--- config.mk ---
export PLATFORM = sky130hd
export DESIGN_NAME = mpmc_tag_check
export DESIGN_NICKNAME = d
export VERILOG_FILES = /design/src/rtl/mpmc_pkg.sv /design/src/rtl/mpmc_tag_check.sv
export SDC_FILE = /design/constraint.sdc
export NUM_CORES = 1
export LEC_CHECK = 0
export BUFFER_PORTS_ARGS = -buffer_cell sky130_fd_sc_hd__buf_2
export CAP_MARGIN = 15
export CORE_AREA = 2 2 251 253
export DETAILED_ROUTE_END_ITERATION = 7
export DIE_AREA = 0 0 253 255
export GPL_ROUTABILITY_DRIVEN = 0
export PLACE_DENSITY = 0.37
export SYNTH_ARGS = -nofsm -noshare
export SYNTH_HDL_FRONTEND = slang
export SYNTH_SLANG_ARGS = --single-unit
--- constraint.sdc ---
create_clock -name clk -period 2.28 [get_ports clk]
set_clock_uncertainty 0.1 [all_clocks]
set_input_delay 0 -clock clk [delete_from_list [all_inputs] [get_ports clk]]
set_output_delay 0 -clock clk [all_outputs]
set_load 0.1 [all_outputs]
--- src/rtl/mpmc_pkg.sv ---
package mpmc_pkg;

	// ==============================
	// Channel and array geometry
	// ==============================

	// Eight requesters share the controller
	localparam int NUM_CH = 8;
	// Word addressing only, no byte lanes
	localparam int ADR_W = 8;
	localparam int DAT_W = 32;
	// The array covers the whole word address space
	localparam int MEM_WORDS = 256;

	// Word address into the shared array
	typedef logic [ADR_W-1:0] adr_t;

	// One data word, the only transfer size
	typedef logic [DAT_W-1:0] dat_t;

	// ==============================
	// Channel traffic
	// ==============================

	// A requester raises cs and holds every field until it sees ack
	typedef struct packed {
		logic cs;
		logic we;
		adr_t adr;
		dat_t dat;
	} ch_req_t;

	// Ack is a single cycle pulse; dat is only meaningful for reads
	typedef struct packed {
		logic ack;
		dat_t dat;
	} ch_rsp_t;

endpackage

--- src/rtl/mpmc_tag_check.sv ---
`timescale 1ns/1ps

module mpmc_tag_check
	import mpmc_pkg::*;
(
	input  logic              clk,
	input  logic              arst_n,
	input  ch_req_t           req [NUM_CH],
	input  logic [NUM_CH-1:0] fill_en,
	input  dat_t              fill_dat,
	input  logic              inval_en,
	input  adr_t              inval_adr,
	output logic [NUM_CH-1:0] taghit,
	output dat_t              hit_dat [NUM_CH]
);

	// ==============================
	// One word line per channel
	// ==============================

	logic [NUM_CH-1:0] line_vld;
	adr_t              line_tag [NUM_CH];
	dat_t              line_dat [NUM_CH];

	// Set when a fill and an invalidate land on the same line together
	logic [NUM_CH-1:0] fill_conflict;

	// Valid bits are the only control state here
	// A fill sets the line of the channel that was just acked
	// An invalidate clears every line whose tag is the written address
	always_ff @(posedge clk or negedge arst_n) begin
		if (!arst_n) begin
			line_vld <= '0;
		end else begin
			for (int i = 0; i < NUM_CH; i++) begin
				if (fill_en[i])
					line_vld[i] <= 1'b1;
				else if (inval_en && line_tag[i] == inval_adr)
					line_vld[i] <= 1'b0;
			end
		end
	end

	// Resp presents the completed access address on inval_adr for both kinds of update
	// so the tag of a fill is that address
	always_ff @(posedge clk) begin
		for (int i = 0; i < NUM_CH; i++) begin
			if (fill_en[i]) begin
				line_tag[i] <= inval_adr;
				line_dat[i] <= fill_dat;
			end
		end
	end

	// Only reads can hit; a write always goes to arbitration
	always_comb begin
		for (int i = 0; i < NUM_CH; i++) begin
			taghit[i]  = line_vld[i] && line_tag[i] == req[i].adr && !req[i].we;
			hit_dat[i] = line_dat[i];
		end
	end

	// A line filled with an address that is invalidated in the same cycle
	// would come out valid holding stale data
	always_comb begin
		for (int i = 0; i < NUM_CH; i++)
			fill_conflict[i] = fill_en[i] && inval_en;
	end

	a_fill_inval_excl : assert property (@(posedge clk) disable iff (!arst_n)
		$onehot0(fill_en) && fill_conflict == '0);

endmodule

Yosys cells after proc, flatten, opt, wreduce, memory -nomap -nowiden
Memory sizes are Yosys's and may differ from the RTL's.
Index checks and enable logic that the tools add are counted.

operators by class
  multiply operators = 0
  shifts and indexed selects = 0
  muxes and demuxes = 32
  bitwise operators = 0
  reductions and logical operators = 40
  equality and inequality tests = 16
  div/mod/pow operators = 0
  add/subtract/negate cells = 0
  magnitude comparators = 0

operators with widths
  operator             count
  $eq A8 B8 Y1         16
  $mux W1              32
  $logic_and A1 B1 Y1  24
  $reduce_bool A2 Y1   8
  $logic_not A1 Y1     8

word-level totals
  word-level logic and storage cells = 98
  memories = 2
  bits of input ports = 387
  flip-flop bits (word level) = 8
  RAM bits = 320
  memory bits (read-only) = 0
  bits in latches = 0

memory list
  memory    words  width  read ports  clocked after memory_dff  write ports  line                  text
  line_dat  8      32     8           0                         8            mpmc_tag_check.sv:23  dat_t line_dat [NUM_CH];
  line_tag  8      8      8           0                         8            mpmc_tag_check.sv:22  adr_t line_tag [NUM_CH];

Depth between registers and ports, before layout
Gate-level depths: netlist of run 1.

  depth in word-level cells = 4
  depth in mapped cells = 4
  gate-level depth less buffers = 3

Least setup slack after synthesis of run 1
OpenSTA, ideal clock, no wires.

  path type = reg2out
  start = mem line_tag[0][0] (netlist bit)
  end = out taghit[0]
  buffers on the path = 0
  required time = 2.180 ns
  arrival = 2.731 ns
  cell stages (with the launch flop) = 4
  path slack = -0.551 ns
  cells stage by stage = edfxtp_1 xnor2_1 nand4_1 nor3_1

RTL lines
  element          line                  text
  start, declared  mpmc_tag_check.sv:22
  end, declared    mpmc_tag_check.sv:13  output logic [NUM_CH-1:0] taghit,

==> results of run 1 <==
-- worst reg2reg max path, cell delays in order, from the launching register on --
cell	delay (ns)
edfxtp_1	0.42
xor2_1	0.16
nor4_1	0.36
a31oi_1	0.12
dlygate4sd3_1	0.56
-- stage by stage --
step | utilization (%) | cells | hold slack [ns]
2_1_floorplan | - | 536 | -0.396
3_3_place_gp | 23.3 | 1724 | -0.196
3_5_place_dp | 23.3 | 1724 | -0.190
4_1_cts | 26.2 | 1847 | 0.0868
5_1_grt | 26.2 | 1847 | 0.127
6_report | 26.2 | 1847 | 0.150
-- sequential cells by signal (all words and copies together), names as in the netlist --
| name | flops |
|---|---|
| line_tag | 64 |
| line_dat | 256 |
| line_vld | 8 |
-- worst paths after layout --
path	endpoint	slack, ns	cells past startpoint
max	taghit[7]	0.19	4
min	line_dat[1][13]	0.15	2
max reg2reg	line_vld[2]	0.45	4
min reg2reg	line_vld[5]	0.44	2
max in group asynchronous	line_vld[7]	1.25	3
min in group asynchronous	line_vld[2]	0.44	3
-- power by group through the flow --
| stage | Combinational (uW) | Sequential (uW) | Clock, uW |
|---|---|---|---|
| floorplan | 288 | 10100 | 0 |
| global placement | 3850 | 7430 | 0 |
| detailed placement | 3840 | 7430 | 0 |
| CTS | 3910 | 7310 | 6370 |
| global route | 3990 | 7350 | 6550 |
| finish | 3870 | 7300 | 6120 |
-- synth_stat cells --
library cell,count
a31oi_1,8
buf_4,3
buf_6,5
dfrtp_1,8
edfxtp_1,320
nand3_1,8
nand3b_1,8
nand4_1,8
nor2_1,8
nor3_1,16
nor3b_1,8
nor4_1,8
xnor2_1,64
xor2_1,64
-- timing repair --
item                      in CTS  in global routing
hold buffers                  52                  0
hold endpoints to repair     577                  0
buffers inserted               0                  0
-- cells by family (layout without fill, tap and decap cells) --
family	count (synthesis)	in the layout	share of synthesized area (%)
DFF	328	328	85.8
xor gates and xnor gates	128	128	9.81
and+or+nand+nor	64	64	3.24
AOI/OAI and AO/OA	8	8	0.438
buffers and inverters	8	520	0.690
-- layout make-up --
class / count / area [um2] / share of cell area, %
flip-flops and latches: 328 / 9810 / 60.3
well taps: 799 / 1000 / 6.14
repair buffers: 449 / 2620 / 16.1
clock buffers: 50 / 1050 / 6.43
multi-input cells: 200 / 1580 / 9.71
clock inverters: 21 / 219 / 1.35
-- per-layer routing --
| layer | global-route usage, % | vias to the layer above | wire, um |
|---|---|---|---|
| met5 | 0 | - | 67 |
| met4 | 3.43 | 10 | 898 |
| met3 | 5.02 | 65 | 3400 |
| met2 | 17.2 | 249 | 16900 |
| met1 | 12.4 | 3334 | 14500 |
| li1 | - | 3024 | - |
==> summary.md, run 1 <==
| Metric | Value |
|---|---|
| GRT overflow | `0` |
| Final hold vios | `0` |
| Static Leak | `0.00613 uW` |
| Post-Syn Instances | `536` |
| DIE AREA | `64500 um2` |
| Crit-path cells | `xnor2_1, nand3_1, nor3_2, buf_2` |
| DRC | `0` |
| I/O pin count | `651` |
| Final ANT Viol Nets | `0` |
| Gate power share | `22.4%` |
| Vias | `roughly 6700` |
| Yosys warning count | `0` |
| Avg Vias per Cell | `3.62` |
| Design Power | `17300 uW` |
| Status | `completed` |
| Initial Utilization | `18.4%` |
| Worst setup SP type | `flop` |
| Arr. time, crit path | `1.99 ns` |
| Worst slew pin tran | `0.650 ns` |
| WP buf/inv | `1` |
| Clk sinks | `328` |
| Headroom to the max-slew limit | `a little under three fifths` |
| DR WL/cell | `19.3 um` |
| Drt total wl | `35700 um` |
| Critical path's top delay family | `buffers and inverters` |
| Maximum vdd drop | `0.583 mV` |
| Power share of the clock group | `between 30% and 40%` |
| CTS Buffer Depth | `3` |
| Ratio of final minimum period to clock period | `91.7%` |
| Commonest non-fill, non-tap cells in the layout | `buf_2, edfxtp_1, xnor2_1, xor2_1, dlygate4sd3_1` |
| Diode count | `0` |
| Place WS | `just over 0.7 ns` |
| Min-Delay Startpoint | `fill_dat[13]` |
| Global-route wire length before repair | `48900 um` |
| P&R area growth vs syn | `42.4%` |
| Clk_lat worst skew | `around 0.54 ns` |
| RSZ-0062 raised after global routing | `no` |
| Syn avg cell area | `21.3 um2` |
| Pre-antenna DRT Iters | `5` |
| Pwr per Cell Area | `approximately 1100 nW/um2` |
| Port bufs | `around 390` |
| Hold Path Class | `input port to flop` |
| Final WS setup | `0.189 ns` |
| Die width | `253 um` |
| Post-CTS sizing | `0` |
| CP startpoint | `line_tag[1][28]` |
| Register area share after synthesis | `85.8%` |
| Min cycle time layout | `2.09 ns` |
| Yosys top cell by area | `edfxtp_1` |
| Starting DRT DRC Count | `313` |
| Row Count | `92` |
| Via count of the first global-routing pass | `6988` |
| CP max-delay cell | `buf_2` |
| Most common cell after layout, fill and taps aside | `buf_2` |
| Num CTS Buffers | `39` |
| Switch Pwr | `5970 uW` |
| Max Slew Vio Count | `0` |
| Max Cap Violations | `0` |
| H-tree depth | `2` |
| Largest net degree at the start of global routing | `43` |
| Die Span Y | `255 um` |
| CP max stage delay | `between 0.4 and 0.5 ns` |
| Global Route Usage Sum | `about a tenth` |
| Placed inst area | `14500 um2` |
| CP endpoint kind | `primary output` |
| CTS tree | `done` |
| Crit Path Category | `flop to primary output` |
| Final #Nets | `1405` |
| Final setup vio count | `0` |
| Max Fclk | `478 MHz` |
| Setup TNS | `0 ns` |
| Synth Register Bits | `328` |
| WP data required | `2.18 ns` |
| Distinct cell type count of the synthesized netlist | `14` |
| Internal | `11300 uW` |
| Critical Path Fanout Max | `2` |
| Synthesized area | `11400 um2` |
| Worst-path clk slew | `0.06 ns` |
| Syn nets | `between 900 and 1000` |
| Core area | `roughly 62000 um2` |
| Post-route cell area | `16300 um2` |
| RR Startpoint | `line_tag[0][23]` |
| Initial antenna violation count | `5` |
| Top area cells in the synthesized netlist | `edfxtp_1, xnor2_1, xor2_1` |
| DP Wirelength | `24000 um` |
| Switching share of power | `34.5%` |
| Fill count | `6411` |
| Seq pwr share | `42.2%` |
| Clk Tree Root Cell | `clkbuf_16` |
| Yosys top cell area share | `84.1%` |
| Layout cells sized above 1 | `44.0%` |
No activity file was read; power rests on OpenSTA's default activity.
==> inputs of run 2 (changes only) <==
--- a/config.mk
+++ b/config.mk
@@ -5,7 +5,7 @@
 export SDC_FILE = /design/constraint.sdc
 export NUM_CORES = 1
 export LEC_CHECK = 0
-export BUFFER_PORTS_ARGS = -buffer_cell sky130_fd_sc_hd__buf_2
+export BUFFER_PORTS_ARGS = -buffer_cell sky130_fd_sc_hd__buf_4
 export CAP_MARGIN = 15
 export CORE_AREA = 2 2 251 253
 export DETAILED_ROUTE_END_ITERATION = 7
==> run 2 against run 1 <==
  * Hold slack worse by 0.028 ns
  * Critical path type unchanged
  * Wire length rose by 3.5%
  * Die area is the same
  * Largest cell class unchanged
  * Sequential power barely moved
  * Largest power group unchanged
  * Non-clock buffer count decreased by 8
  * Sequential cell count unchanged
  * Cell area is 5.3% higher
==> summary.md, run 2 (synthesis results as in run 1) <==
| Metric | Value |
|---|---|
| Status | `completed (unchanged)` |
| Top register by number of flip-flops | `line_dat (unchanged)` |
| Setup TNS | `0 ns (unchanged)` |
| Critical Path Fanout Max | `2 (unchanged)` |
| R2R Setup Slk | `0.91 ns (was 0.45 ns)` |
| Final ANT Viol Nets | `0 (unchanged)` |
| DIE AREA | `64500 um2 (unchanged)` |
| Internal | `11600 uW (was 11300 uW)` |
| Commonest non-fill, non-tap cells in the layout | `buf_4, edfxtp_1, xnor2_1, xor2_1, dlygate4sd3_1 (was buf_2, edfxtp_1, xnor2_1, xor2_1, dlygate4sd3_1)` |
| Row Count | `92 (unchanged)` |
| Num CTS Buffers | `39 (unchanged)` |
| Global-route wire length before repair | `50600 um (was 48900 um)` |
| Largest registers | `line_dat (256), line_tag (64), line_vld (8) (unchanged)` |
| Initial antenna violation count | `6 (was 5)` |
| Headroom to the max-slew limit | `42.4% (was 56.6%)` |
| Final hold vios | `0 (unchanged)` |
| Max Cap Violations | `0 (unchanged)` |
| Worst-path clk slew | `0.07 ns (was 0.06 ns)` |
| Max Fclk | `507 MHz (was 478 MHz)` |
| Port bufs | `386 (unchanged)` |
| Maximum vdd drop | `0.626 mV (was 0.583 mV)` |
| Static Leak | `0.00639 uW (was 0.00613 uW)` |
| WP buf/inv | `1 (unchanged)` |
| Die Span Y | `255 um (unchanged)` |
| Final #Nets | `1397 (was 1405)` |
| Starting DRT DRC Count | `274 (was 313)` |
| Arr. time, crit path | `1.87 ns (was 1.99 ns)` |
| Ratio of final minimum period to clock period | `86.5% (was 91.7%)` |
| CP max-delay cell | `edfxtp_1 (was buf_2)` |
| Initial Utilization | `18.4% (unchanged)` |
| Vias | `6605 (was 6682)` |
| CP endpoint kind | `primary output (unchanged)` |
| Avg Vias per Cell | `3.60 (was 3.62)` |
| Seq pwr share | `41.6% (was 42.2%)` |
| Switching share of power | `34.0% (was 34.5%)` |
| Drt total wl | `37000 um (was 35700 um)` |
| RR Startpoint | `line_tag[0][29] (was line_tag[0][23])` |
| DP Wirelength | `24200 um (was 24000 um)` |
| Hold Crit Endpoint | `line_dat[1][57] (was line_dat[1][13])` |
| Worst setup SP type | `flop (unchanged)` |
| Hold slack | `0.123 ns (was 0.150 ns)` |
| CTS tree | `done (unchanged)` |
| P&R area growth vs syn | `49.9% (was 42.4%)` |
| DRC | `0 (unchanged)` |
| Largest net degree at the start of global routing | `43 (unchanged)` |
| Hold Path Class | `input port to flop (unchanged)` |
| I/O pin count | `651 (unchanged)` |
| Via count of the first global-routing pass | `6958 (was 6988)` |
| RSZ-0062 raised after global routing | `no (unchanged)` |
| CTS Buffer Depth | `3 (unchanged)` |
| Reg2Reg Depth | `3 (was 4)` |
| FF-to-FF End | `line_vld[3] (was line_vld[2])` |
| H-tree depth | `2 (unchanged)` |
| Clk_lat worst skew | `0.55 ns (was 0.54 ns)` |
| Gate power share | `23.4% (was 22.4%)` |
| Clk sinks | `328 (unchanged)` |
| Switch Pwr | `6000 uW (was 5970 uW)` |
| Max FFs per register | `256 (unchanged)` |
| Pwr per Cell Area | `1030 nW/um2 (was 1060 nW/um2)` |
| Min cycle time layout | `1.97 ns (was 2.09 ns)` |
| DR WL/cell | `20.1 um (was 19.3 um)` |
| Post-CTS sizing | `0 (unchanged)` |
| GRT overflow | `0 (unchanged)` |
| Final setup vio count | `0 (unchanged)` |
| Worst slew pin tran | `0.864 ns (was 0.650 ns)` |
| Min-Delay Startpoint | `fill_dat[25] (was fill_dat[13])` |
| WP data required | `2.18 ns (about the same)` |
| Core area | `62200 um2 (unchanged)` |
| Crit Path Category | `flop to primary output (unchanged)` |
| Global Route Usage Sum | `11.0% (was 10.6%)` |
| Layout cells sized above 1 | `43.9% (was 44.0%)` |
| Crit-path cells | `xnor2_1, nand3_1, nor3_2, buf_4 (was xnor2_1, nand3_1, nor3_2, buf_2)` |
| Most common cell after layout, fill and taps aside | `buf_4 (was buf_2)` |
| Max Slew Vio Count | `0 (unchanged)` |
| Critical path's top delay family | `flip-flops (was buffers and inverters)` |
| Hold Crit Depth | `2 (unchanged)` |
| Power share of the clock group | `35.0% (was 35.4%)` |
| CP max stage delay | `0.42 ns (was 0.48 ns)` |
| Pre-antenna DRT Iters | `4 (was 5)` |
| Clk Tree Root Cell | `clkbuf_16 (unchanged)` |
| Die width | `253 um (unchanged)` |
| Fill count | `6288 (was 6411)` |
## run 2: changes by cell type in the layout (fill, tap and decap cells not counted), moves of 2 or more
| cell | change |
|---|---|
| clkbuf_8 | -2 |
| clkinv_1 | -4 |
| clkinvlp_4 | +4 |
| buf_2 | -386 |
| clkinv_8 | -2 |
| buf_4 | +382 |
| buf_12 | -3 |
## run 2: cell type report
type	instances	area [um2]	area share (%)
clock buffers	48	1020	5.95
well taps	799	1000	5.83
diodes	1	2.50	0.0146
multi-input cells	200	1580	9.23
flip-flops and latches	328	9810	57.2
repair buffers	441	3490	20.4
clock inverters	20	235	1.37
## run 2: power by group through the flow
stage / registers, uW / clock network (uW) / logic (uW)
after global routing: 7370 / 6640 / 4250
after global placement: 7450 / 0 / 4120
after CTS: 7330 / 6420 / 4180
after floorplan: 10100 / 0 / 288
final: 7330 / 6170 / 4130
after detailed placement: 7450 / 0 / 4110
## run 2: layer usage
| layer | vias to the layer above | part of all wire (%) | global-route usage [%] |
|---|---|---|---|
| met5 | - | 0.23 | 0 |
| met4 | 12 | 2.3 | 3.45 |
| met3 | 71 | 9.8 | 5.24 |
| met2 | 243 | 48 | 18.1 |
| met1 | 3267 | 39 | 12.8 |
| li1 | 3012 | - | - |
## run 2: timing repair
action                                 CTS  global route
buffers inserted                         0             0
endpoints found under the hold margin  562             0
hold buffers                            51             0
## run 2: worst max path at each step
stage / start / end / slack [ns] / cells past startpoint
detailed placement: line_tag[1][25] / taghit[7] / 0.82 / 4
CTS: line_tag[1][30] / taghit[7] / 0.22 / 4
global placement: line_tag[1][25] / taghit[7] / 0.83 / 4
global route: line_tag[1][25] / taghit[7] / 0.14 / 4
finish: line_tag[1][30] / taghit[7] / 0.31 / 4
floorplan: line_tag[0][0] / taghit[0] / 0.29 / 3
## run 2: metrics by stage
stage / power, uW / instances / cell area, um2 / setup WS [ns] / utilization, %
global route: 18300 / 1836 / 17100 / 0.136 / 27.6
CTS: 17900 / 1836 / 17100 / 0.223 / 27.6
floorplan: 10400 / 536 / 11500 / 0.295 / -
global placement: 11600 / 1717 / 15400 / 0.827 / 24.7
finish: 17600 / 1837 / 17100 / 0.307 / 27.6
detailed placement: 11600 / 1717 / 15400 / 0.822 / 24.7
