===== src/rtl/mpmc_pkg.sv =====
package mpmc_pkg;

	// ==============================
	// Channel and array geometry
	// ==============================

	// Eight requesters share the controller
	localparam int NUM_CH = 8;
	// Word addressing only, no byte lanes
	localparam int ADR_W = 8;
	localparam int DAT_W = 32;
	// The array covers the whole word address space
	localparam int MEM_WORDS = 256;

	// Word address into the shared array
	typedef logic [ADR_W-1:0] adr_t;

	// One data word, the only transfer size
	typedef logic [DAT_W-1:0] dat_t;

	// ==============================
	// Channel traffic
	// ==============================

	// A requester raises cs and holds every field until it sees ack
	typedef struct packed {
		logic cs;
		logic we;
		adr_t adr;
		dat_t dat;
	} ch_req_t;

	// Ack is a single cycle pulse; dat is only meaningful for reads
	typedef struct packed {
		logic ack;
		dat_t dat;
	} ch_rsp_t;

endpackage


===== src/rtl/mpmc_seq_pkg.sv =====
package mpmc_seq_pkg;

	// ==============================
	// Sequencer states
	// ==============================

	// One arbitrated access walks all four states in order
	typedef enum logic [1:0] {
		IDLE,
		PRESET1,
		ACCESS,
		RESPOND
	} seq_state_t;

	// Channel number as chosen by the prioritizer
	typedef logic [3:0] ch_sel_t;

	// All ones marks an arbitration that found nobody
	localparam ch_sel_t CH_NONE = 4'hF;

	// The access performed in ACCESS and reported during RESPOND
	// For reads dat holds the word fetched from the array
	typedef struct packed {
		logic valid;
		ch_sel_t ch;
		logic we;
		mpmc_pkg::adr_t adr;
		mpmc_pkg::dat_t dat;
	} mem_cmd_t;

endpackage


===== src/rtl/mpmc_resp.sv =====
`timescale 1ns/1ps

module mpmc_resp
	import mpmc_pkg::*;
	import mpmc_seq_pkg::*;
(
	input  logic              clk,
	input  logic              arst_n,
	input  ch_req_t           req [NUM_CH],
	input  logic [NUM_CH-1:0] taghit,
	input  dat_t              hit_dat [NUM_CH],
	input  mem_cmd_t          cmd,
	output ch_rsp_t           rsp [NUM_CH],
	output logic [NUM_CH-1:0] fill_en,
	output dat_t              fill_dat,
	output logic              inval_en,
	output adr_t              inval_adr
);

	// One bit per channel named by the current command
	logic [NUM_CH-1:0] cmd_sel;

	// Cache hit path, one register stage from the sampled request
	logic [NUM_CH-1:0] hit_ack_d;
	logic [NUM_CH-1:0] hit_ack_q;
	dat_t              hit_dat_q [NUM_CH];

	// Combined ack per channel
	logic [NUM_CH-1:0] ack_vec;

	// A hit on an address that is being invalidated right now is left
	// for the miss path, so it never returns a word older than the write
	always_comb begin
		for (int i = 0; i < NUM_CH; i++) begin
			cmd_sel[i]   = cmd.valid && cmd.ch == ch_sel_t'(i);
			hit_ack_d[i] = req[i].cs && taghit[i] && !cmd_sel[i] && !hit_ack_q[i]
				&& !(inval_en && inval_adr == req[i].adr);
		end
	end

	always_ff @(posedge clk or negedge arst_n) begin
		if (!arst_n)
			hit_ack_q <= '0;
		else
			hit_ack_q <= hit_ack_d;
	end

	always_ff @(posedge clk) begin
		for (int i = 0; i < NUM_CH; i++) begin
			if (hit_ack_d[i])
				hit_dat_q[i] <= hit_dat[i];
		end
	end

	// ==============================
	// Channel responses
	// ==============================

	// Command acks come straight off the registered cmd so they line up with RESPOND
	always_comb begin
		for (int i = 0; i < NUM_CH; i++) begin
			ack_vec[i]  = hit_ack_q[i] || cmd_sel[i];
			rsp[i].ack = ack_vec[i];
			rsp[i].dat = cmd_sel[i] ? cmd.dat : hit_dat_q[i];
		end
	end

	// A finished read loads its own channel's line
	assign fill_en  = cmd.we ? '0 : cmd_sel;
	assign fill_dat = cmd.dat;

	// A finished write drops the address from every channel's line
	assign inval_en  = cmd.valid && cmd.we;
	assign inval_adr = cmd.adr;

	// Requesters drop cs in the ack cycle, so a second ack right behind
	// the first would answer a request that was never made
	a_no_double_ack : assert property (@(posedge clk) disable iff (!arst_n)
		(|ack_vec) |=> (ack_vec & $past(ack_vec)) == '0);

endmodule


===== config.mk =====
export PLATFORM = sky130hd
export DESIGN_NAME = mpmc_resp
export DESIGN_NICKNAME = d
export VERILOG_FILES = /design/src/rtl/mpmc_pkg.sv /design/src/rtl/mpmc_seq_pkg.sv /design/src/rtl/mpmc_resp.sv
export SDC_FILE = /design/constraint.sdc
export NUM_CORES = 1
export LEC_CHECK = 0
export ABC_AREA = 0
export CORE_AREA = 2 2 372 374
export DETAILED_ROUTE_END_ITERATION = 6
export DIE_AREA = 0 0 374 376
export DONT_BUFFER_PORTS = 1
export PLACE_DENSITY = 0.3
export SYNTH_ARGS = -nofsm -noshare
export SYNTH_HDL_FRONTEND = slang
export SYNTH_SLANG_ARGS = --single-unit

===== constraint.sdc =====
create_clock -name clk -period 7.65 [get_ports clk]
set_input_delay 0.3825 -clock clk [delete_from_list [all_inputs] [get_ports clk]]
set_output_delay 0.3825 -clock clk [all_outputs]
set_load 0.01 [all_outputs]

Yosys cells after proc, flatten, opt, wreduce, memory -nomap -nowiden. Memories as Yosys holds them, arrays and structs flattened. Cells that the tools add are included.

Register bits after elaboration: 8. Memory bits (writable): 256. Logic and storage cells: 124. Memories: 1.

Eq/ne operators: 15. Multiplexer cells: 25. Reductions and logical operators: 82.

Memories: hit_dat_q (depth 8, bits a word 32, read ports 8, clocked after Yosys merged registers in 0, wr ports 8, line mpmc_resp.sv:26) `dat_t hit_dat_q [NUM_CH];`.

Operators by type and width (count): $mux W32 (8); $eq A8 B8 Y1 (8); $logic_and A1 B1 Y1 (49); $logic_not A1 Y1 (24); $eq A4 B3 Y1 const B (4); $mux W1 (16); $eq A4 B2 Y1 const B (2); $logic_or A1 B1 Y1 (8); $mux W8 (1); $eq A4 B1 Y1 const B (1); $logic_not A4 Y1 (1).

Logic depth before layout (Yosys ltp). Gate-level depths: netlist of run 1.

Word-level depth: 8. Mapped depth: 6. Gate-level depth less buffers: 3.

Least setup slack after synthesis of run 1. OpenSTA, ideal clock, no wires.

Kind: input-to-reg. Start point: input cmd[36] in the netlist's numbering. End point: memory hit_dat_q[0][32] in the netlist's numbering, enable pin. Setup time: 442 ps. Arrival: 2643 ps. Setup slack: 4565 ps. Stages: 4. Path buffers: 1. Path through: buf_2 > xor2_1 > nor3_1 > a31oi_1.

RTL lines: from (decl) (line mpmc_resp.sv:12) `input mem_cmd_t cmd,`; to (decl) (line mpmc_resp.sv:26).

==> key figures, run 1 <==
Critical path
  – RR Startpoint: hit_ack_q[0]
  – WS Path Type: in -> out
  – Reg2reg setup slack: 5.08 ns
  – Crit Reg-Reg Endpoint: hit_dat_q[0][18]
  – Worst Path Max Fanout: 34
  – CP startpoint: cmd[43]
  – Endpoint type of the worst setup path: output pin
  – Worst R2R Path Depth: 3
  – Worst setup SP type: primary input
  – Crit path DAT: 2.36 ns
  – End point of the critical path: rsp[35]
  – Critical Path RT: 7.27 ns

Synth
  – Syn Area/Cell: approximately 17 um2
  – Cell area after synthesis: between 10000 and 15000 um2
  – Seq/Total Area, Yosys: a little over three fifths
  – Syn nets: between 1000 and 1500
  – Top cells by area, synth: edfxtp_1 (61%), mux2_2 (18%), mux2_4 (6.7%), xor2_1 (4.5%), buf_4 (2.4%)
  – Synth unique cells: 29
  – Yosys top cell area share: between 60% and 70%
  – FF+latch count, synth: approximately 260
  – Ys Warns: 0
  – Yosys top cell by area: edfxtp_1
  – Cells after Synth: 742

Layout
  – Nets: 1621
  – Share of layout cells above drive strength 1: 34.5%
  – Area delta synth->final: 45.0%

Route
  – DRT iter0 DRCs: 423
  – DR DRC count: 0
  – DRT met1 WL: slightly below 30 mm
  – Pre-antenna DRT Iters: 6
  – Vias per inst: about 2.9
  – DRT Wirelength: about 76 mm
  – Routed length on met2: 36.4 mm
  – WL/cell: about 27 um
  – Met3 wire length: 8.03 mm
  – Via count: between 8000 and 9000
  – Top layer in use: met5
  – Post-route ant nets: 0

STA
  – Fin. Hold Viols: 0
  – Final period utilization: a little over a third
  – Total negative slack: 0 ns
  – Final setup violation count: 0
  – Slew headroom: around 29%
  – Setup repair after global routing missed its margin: false
  – Setup Skew: 0.0328 ns
  – Highest clock rate: roughly 0.36 GHz
  – Slew at the pin closest to its max-slew limit: roughly 1.1 ns
  – Tmin final: ~2.7 ns
  – Slew Viols, Final: 0

Global routing
  – Gr ovfl total: 0
  – Global-route usage over all layers: 10.5%
  – First-pass GRT wire length: 95.7 mm
  – Vias in the first global route: roughly 9000
  – Largest net degree at the start of global routing: 35
  – Initial antenna violation count: 29

Power
  – Reg power frac: 44.4%
  – Sw Pwr: 0.000966 W
  – Int Pwr: 0.00283 W
  – Sw Share: 25.5%
  – LEAKAGE: 5.90 nW
  – Overall power: roughly 0.0038 W
  – Cell area power density: around 210 nW/um2
  – Worst vdd ir: roughly 140 uV
  – Gate power share: approximately 11%
  – Clk pwr share: between 40 and 50%

Clock tree
  – Post-CTS Setup Inserts: 0
  – Htree depth: 2
  – Clock Tree Root: clkbuf_16
  – Num CTS Buffers: 37
  – Clk pin slew, worst setup/hold paths: ~0.06 ns
  – Clk sinks: around 260
  – CTS resizes: 0
  – TritonCTS clock tree: done
  – Clock Path Buffers: 3
  – Clk_lat worst skew: 0.58 ns
  – Hold buffer count at cts: between 200 and 300

Die
  – Initial core utilization: 9.21%
  – Die Y: between 300 and 400 um
  – Die W: roughly 370 um
  – IO Pins: roughly 960
  – # rows: around 140
  – CORE AREA: 137000 um2
  – Die area: 141000 um2

Placed design
  – Detailed Place HPWL: 58.3 mm
  – Routability Congestion: about 0.76
  – Port Buf Inserts: 0

Run
  – Max-capacitance violation count: 0

Hold path
  – Hold Path Class: in -> reg

Status
  – Outcome: finished, final reports clean
## through the flow
step	cells	cell area, um2	hold WS (ns)	utilization [%]	setup WS (ns)
floorplan	742	12600	0.0869	-	4.57
global placement	2471	14500	0.0876	10.6	4.69
detailed placement	2471	14500	0.0875	10.6	4.73
CTS	2789	18200	0.123	13.3	4.83
global route	2790	18200	0.156	13.3	4.77
finish	2800	18200	0.173	13.3	4.90
## power by group through the flow
stage | combinational, W | clock [W] | sequential [W]
floorplan | 0.000211 | 0 | 0.00170
global route | 0.000445 | 0.00183 | 0.00169
CTS | 0.000432 | 0.00179 | 0.00168
global placement | 0.000315 | 0 | 0.00171
detailed placement | 0.000312 | 0 | 0.00171
finish | 0.000414 | 0.00169 | 0.00168
## flip-flops by register name (all words and copies together) (netlist names)
name	flops
hit_dat_q	256
hit_ack_q	8
## worst max-delay path: stages
cell and delay (ns):
nor2b_1 0.54, and2_4 0.89, mux2_2 0.48
## area by class of cell
type	count	area [um2]
clock buffer	45	986
sequential	264	7890
clock inverter	16	149
multi-input combinational	401	4290
antenna	11	27.5
inverter	1	3.75
tap	1794	2240
fill	15300	118000
timing repair buffer	268	2660
## synthesized netlist by cell type
cell and number:
and2_4 2, buf_4 40, a31oi_1 8, and3_1 1, inv_1 1, or2_2 3
nor4_1 8, nor2_2 2, dfrtp_1 8, mux2_4 56, nor3_1 9, mux2_2 200
and3b_2 1, buf_6 5, nand2b_1 6, clkbuf_1 1, nor3b_4 1, nor2b_1 3
nand3_1 1, and3b_1 1, nor2_1 13, nand2_1 9, buf_2 27, xor2_1 64
nand2_2 5, a211o_1 8, buf_12 2, buf_8 1, edfxtp_1 256
## cell families after synthesis
| group | after synthesis | share of synthesized area (%) |
|---|---|---|
| DFF | 264 | 62.7 |
| buffers and inverters | 77 | 4.41 |
| and+or+nand+nor | 65 | 2.88 |
| muxes | 256 | 24.6 |
| xor gates and xnor gates | 64 | 4.46 |
| AOI/OAI and AO/OA | 16 | 0.955 |
## cell usage in the layout, fill, tap and decap left out, types with 2 or more instances in the layout
master / Yosys / routed
dfrtp_1: 8 / 8
clkinv_4: 0 / 2
edfxtp_1: 256 / 256
nand2_4: 0 / 4
a31oi_4: 0 / 8
clkbuf_1: 1 / 5
clkinv_1: 0 / 3
bufinv_16: 0 / 2
diode_2: 0 / 11
inv_6: 0 / 2
dlygate4sd3_1: 0 / 257
mux2_2: 200 / 200
nor2_1: 13 / 13
clkinvlp_4: 0 / 3
nand2_1: 9 / 9
xor2_1: 64 / 64
nand2b_1: 6 / 6
nor2b_1: 3 / 3
and2_4: 2 / 2
clkinv_2: 0 / 4
clkbuf_8: 0 / 3
or2_2: 3 / 3
buf_4: 40 / 11
a211o_1: 8 / 8
nor4_1: 8 / 7
clkbuf_16: 0 / 37
nor3_1: 9 / 9
mux2_4: 56 / 56
## per-layer routing
metal | vias up | GRT usage (%)
met5 | - | 0
met4 | 4 | 3.36
met3 | 100 | 4.31
met2 | 616 | 17.8
met1 | 4055 | 11.9
li1 | 3257 | -
## worst min path at each step
| stage | end | start | slack [ns] | cells after the start |
|---|---|---|---|---|
| floorplan | hit_ack_q[0] | arst_n | 0.09 | 0 |
| global placement | hit_ack_q[0] | arst_n | 0.09 | 0 |
| detailed placement | hit_ack_q[0] | arst_n | 0.09 | 0 |
| CTS | hit_ack_q[5] | arst_n | 0.12 | 1 |
| global route | hit_ack_q[4] | arst_n | 0.16 | 1 |
| finish | hit_ack_q[7] | taghit[7] | 0.17 | 3 |
Power figures use the tool's default switching activity.
==> run 2: changes to the inputs <==
--- a/config.mk
+++ b/config.mk
@@ -5,10 +5,10 @@
 export SDC_FILE = /design/constraint.sdc
 export NUM_CORES = 1
 export LEC_CHECK = 0
-export ABC_AREA = 0
-export CORE_AREA = 2 2 372 374
+export ABC_AREA = 1
+export CORE_AREA = 2 2 369 371
 export DETAILED_ROUTE_END_ITERATION = 6
-export DIE_AREA = 0 0 374 376
+export DIE_AREA = 0 0 371 373
 export DONT_BUFFER_PORTS = 1
 export PLACE_DENSITY = 0.3
 export SYNTH_ARGS = -nofsm -noshare
==> constraint.sdc (replaced) <==
create_clock -name clk -period 2.54 [get_ports clk]
set_input_delay 0.127 -clock clk [delete_from_list [all_inputs] [get_ports clk]]
set_output_delay 0.127 -clock clk [all_outputs]
set_load 0.01 [all_outputs]
==> run 2 against run 1 <==
First-iteration DRC count increased by 60%; clock power increased to 3.4 times the previous value; cell area increased by 4.9%; register-to-register slack got worse by 4.8 ns; cell count increased by 21%; sequential cell count unchanged; wire length increased by 11%; global-route usage increased by 1.3 points; via count increased by 35%; largest cell class unchanged; highest routed layer unchanged.
==> key figures, run 2 <==
STA
  – Tmin final: about 2.3 ns
  – Hold_ws: 0.0725 ns (-0.101 ns)
  – Total negative slack: 0 ns (unchanged)
  – Slew headroom: 12.3% (-17 points)
  – Slew at the pin closest to its max-slew limit: 1.31 ns (+0.246 ns)
  – Setup repair after global routing missed its margin: false
  – Setup Skew: 0.0225 ns (-0.0103 ns)
  – Final setup violation count: 0 (unchanged)
  – Slew Viols, Final: 0 (unchanged)
  – Final period utilization: between 80 and 90%
  – Highest clock rate: around 0.44 GHz
  – Fin. Hold Viols: 0 (unchanged)
  – Final worst slack: 0.262 ns (-4.64 ns)

Critical path
  – Worst Path Max Fanout: 32 (-5.9%)
  – Critical Path RT: 2.75 ns (-4.52 ns)
  – Critical path, cell by cell: inv_1 > nand4_1 > dlygate4sd3_1 > nor2_4 > buf_4
  – Buf/Inv on CP: 3 (+3)
  – Endpoint type of the worst setup path: flip-flop
  – Worst setup SP type: flip-flop
  – Slowest library cell on the worst path: dlygate4sd3_1
  – Crit-path max cell delay: 0.60 ns (-0.29 ns)
  – WS Path Type: reg -> reg
  – Crit path DAT: 2.49 ns (+0.13 ns)
  – Delay-heaviest family, CP: buffers and inverters

Global routing
  – Initial antenna violation count: 29 (unchanged)
  – Vias in the first global route: 11500 (+29%)
  – Gr ovfl total: 0 (unchanged)
  – Largest net degree at the start of global routing: 67 (+91%)
  – Global-route usage over all layers: 11.8% (+1.3 points)
  – First-pass GRT wire length: 108 mm (+13%)

Status
  – Outcome: finished, final reports clean

Synth
  – FFs w/ async S/R, synth: 3.03% (unchanged)
  – Synth top cells by count: nand2_1 (390), edfxtp_1 (256), o21ai_0 (252)
  – Synth Area in Compound Gates: 10.7% (+9.7 points)
  – Largest family of logic cells by synthesized area: simple AND/OR/NAND/NOR gates
  – Synth unique cells: 17 (-41%)
  – Top cells by area, synth: edfxtp_1 (63%), nand2_1 (12%), o21ai_0 (10%), inv_1 (2.6%), buf_4 (2.5%)
  – Post-Synth Simple-Gate Area: 15.4% (+13 points)
  – Cell area after synthesis: 12100 um2 (-3.5%)
  – Multiplexer share of the synthesized area: 0% (-25 points)
  – Ys Warns: 0 (unchanged)
  – Adder-Cell Fraction of Synth Area: 0% (unchanged)
  – Syn nets: 1866 (+34%)
  – Syn Area/Cell: 9.97 um2 (-41%)
  – Yosys top cell by area: edfxtp_1
  – Count leader, synth: nand2_1
  – Number of flops mapped to enable cells by yosys: 256 (unchanged)
  – Cells after Synth: 1218 (+64%)
  – FF+latch count, synth: 264 (unchanged)
  – Xor/xnor share of the synthesized area: 1.23% (-3.2 points)
  – Yosys top cell area share: 63.3% (+2.2 points)
  – Seq/Total Area, Yosys: 65.0% (+2.2 points)
  – Ys flop type: edfxtp_1

Run
  – Max-capacitance violation count: 0 (unchanged)

Die
  – CORE AREA: 135000 um2 (-1.5%)
  – Die W: 371 um (-0.80%)
  – Initial core utilization: 9.02% (-0.19 points)
  – Die Y: 373 um (-0.80%)
  – Die area: 138000 um2 (-1.6%)
  – # rows: 135 (-0.74%)
  – IO Pins: 961 (unchanged)

Route
  – Vias per inst: 3.20 (+12%)
  – DRT Wirelength: 84.6 mm (+11%)
  – Via count: 10800 (+35%)
  – Pre-antenna DRT Iters: 5 (-1)
  – DRT iter0 DRCs: 677 (+60%)
  – Post-route ant nets: 0 (unchanged)
  – DR DRC count: 0 (unchanged)
  – WL/cell: 25.0 um (-8.4%)

Power
  – Cell area power density: 643 nW/um2 (+210%)
  – LEAKAGE: 7.36 nW (+25%)
  – Overall power: 0.0123 W (+220%)
  – Worst vdd ir: 502 uV (+260%)

Layout
  – Multi-input combinational cell area: 3460 um2 (-19%)
  – Max reg flops: 256 (unchanged)
  – Finished Cell Area: 19100 um2 (+4.9%)
  – Share of layout cells above drive strength 1: 13.8% (-21 points)
  – Register Area: 7890 um2 (unchanged)
  – Area delta synth->final: 57.5%
  – Most frequent cells in the layout: nand2_1 (386), dlygate4sd3_1 (272), edfxtp_1 (256)
  – Nets: 2224 (+37%)
  – Largest reg by FF count: hit_dat_q
  – Largest registers: hit_dat_q x256, hit_ack_q x8
  – Fill count: 15200 (-0.97%)
  – Commonest non-fill, non-tap cell in the layout: nand2_1

Clock tree
  – Clk_lat worst skew: 0.60 ns (+0.02 ns)
  – Clk pin slew, worst setup/hold paths: 0.06 ns (about the same)
  – Clock Path Buffers: 3 (unchanged)
  – Clock Tree Root: clkbuf_16
  – Num CTS Buffers: 38 (+2.7%)
  – Clk sinks: 264 (unchanged)
  – TritonCTS clock tree: done
  – Post-CTS Setup Inserts: 0 (unchanged)
  – Htree depth: 2 (unchanged)

Hold path
  – Hold Path Class: in -> async

Placed design
  – Setup WS pre-CTS: 0.221 ns (-4.51 ns)
  – Placed cell areas: 15100 um2 (+4.0%)
  – Detailed Place HPWL: 66.9 mm (+15%)
  – Routability Congestion: 0.929 (+23%)
  – Port Buf Inserts: 0 (unchanged)
==> run 2: changes by cell type after synthesis, moves of 9 or more <==
cell / change
nand2_1: +381
o21ai_0: +252
mux2_2: -200
inv_1: +83
xor2_1: -64
mux2_4: -56
nor2_1: +55
clkbuf_1: +24
nand3_1: +19
xnor2_1: +17
buf_2: +9
nor3_1: -9
==> run 2: cell families (layout without fill, tap and decap cells) <==
group	Yosys count	in the layout
DFF	264	264
xor gates and xnor gates	17	17
other	0	6
and+or+nand+nor	487	487
buffers and inverters	191	574
AOI/OAI and AO/OA	259	259
==> run 2: cell type report <==
class                   count  share of cell area [%]
multi-input cells         763                    18.1
clock buffers              43                    5.07
diodes                      6                  0.0785
repair buffers            422                    20.6
inverters                  87                    1.71
flip-flops and latches    264                    41.2
clock inverters            22                    1.62
well taps                1781                    11.6
==> run 2: per-stage QoR <==
step | utilization (%) | instances
detailed placement | 11.2 | 3044
CTS | 14.2 | 3382
global placement | 11.2 | 3044
global route | 14.2 | 3384
floorplan | - | 1218
finish | 14.2 | 3388
==> run 2: worst reg2reg max path: stages (launching register included) <==
cell and delay, ns:
dfrtp_1 0.35, inv_1 0.07, nand4_1 0.08, dlygate4sd3_1 0.60
nor2_4 0.12, buf_4 0.60
==> run 2: path summary, 6_finish.rpt <==
check	endpoint	start	depth (start not counted)	slack [ns]
min in group clk	hit_ack_q[2]	taghit[2]	3	0.13
min	hit_ack_q[4]	arst_n	2	0.07
max reg2reg	hit_dat_q[0][4]	hit_ack_q[0]	5	0.26
max	hit_dat_q[0][4]	hit_ack_q[0]	5	0.26
max in group asynchronous	hit_ack_q[5]	arst_n	2	2.31
min reg2reg	hit_ack_q[2]	hit_ack_q[2]	4	1.00
==> run 2: what timing repair did <==
item	4_1_cts	5_1_grt
setup endpoints to repair	0	0
endpoints found under the hold margin	276	0
hold buffers	273	0
gates resized for setup	0	0
==> run 2: where the power goes <==
part | internal (W) | leakage, nW | switching [W]
clock network | 0.00338 | 0.615 | 0.00229
registers | 0.00501 | 2.49 | 0.0000567
logic | 0.000590 | 4.26 | 0.000978
total | 0.00897 | 7.36 | 0.00333
==> run 2: layer usage <==
metal / wire (um) / global-route usage [%] / up-vias
li1: - / - / 4775
met1: 35800 / 14.6 / 5274
met2: 38300 / 19.1 / 681
met3: 8110 / 4.21 / 107
met4: 2290 / 3.33 / 10
met5: 69 / 0 / -
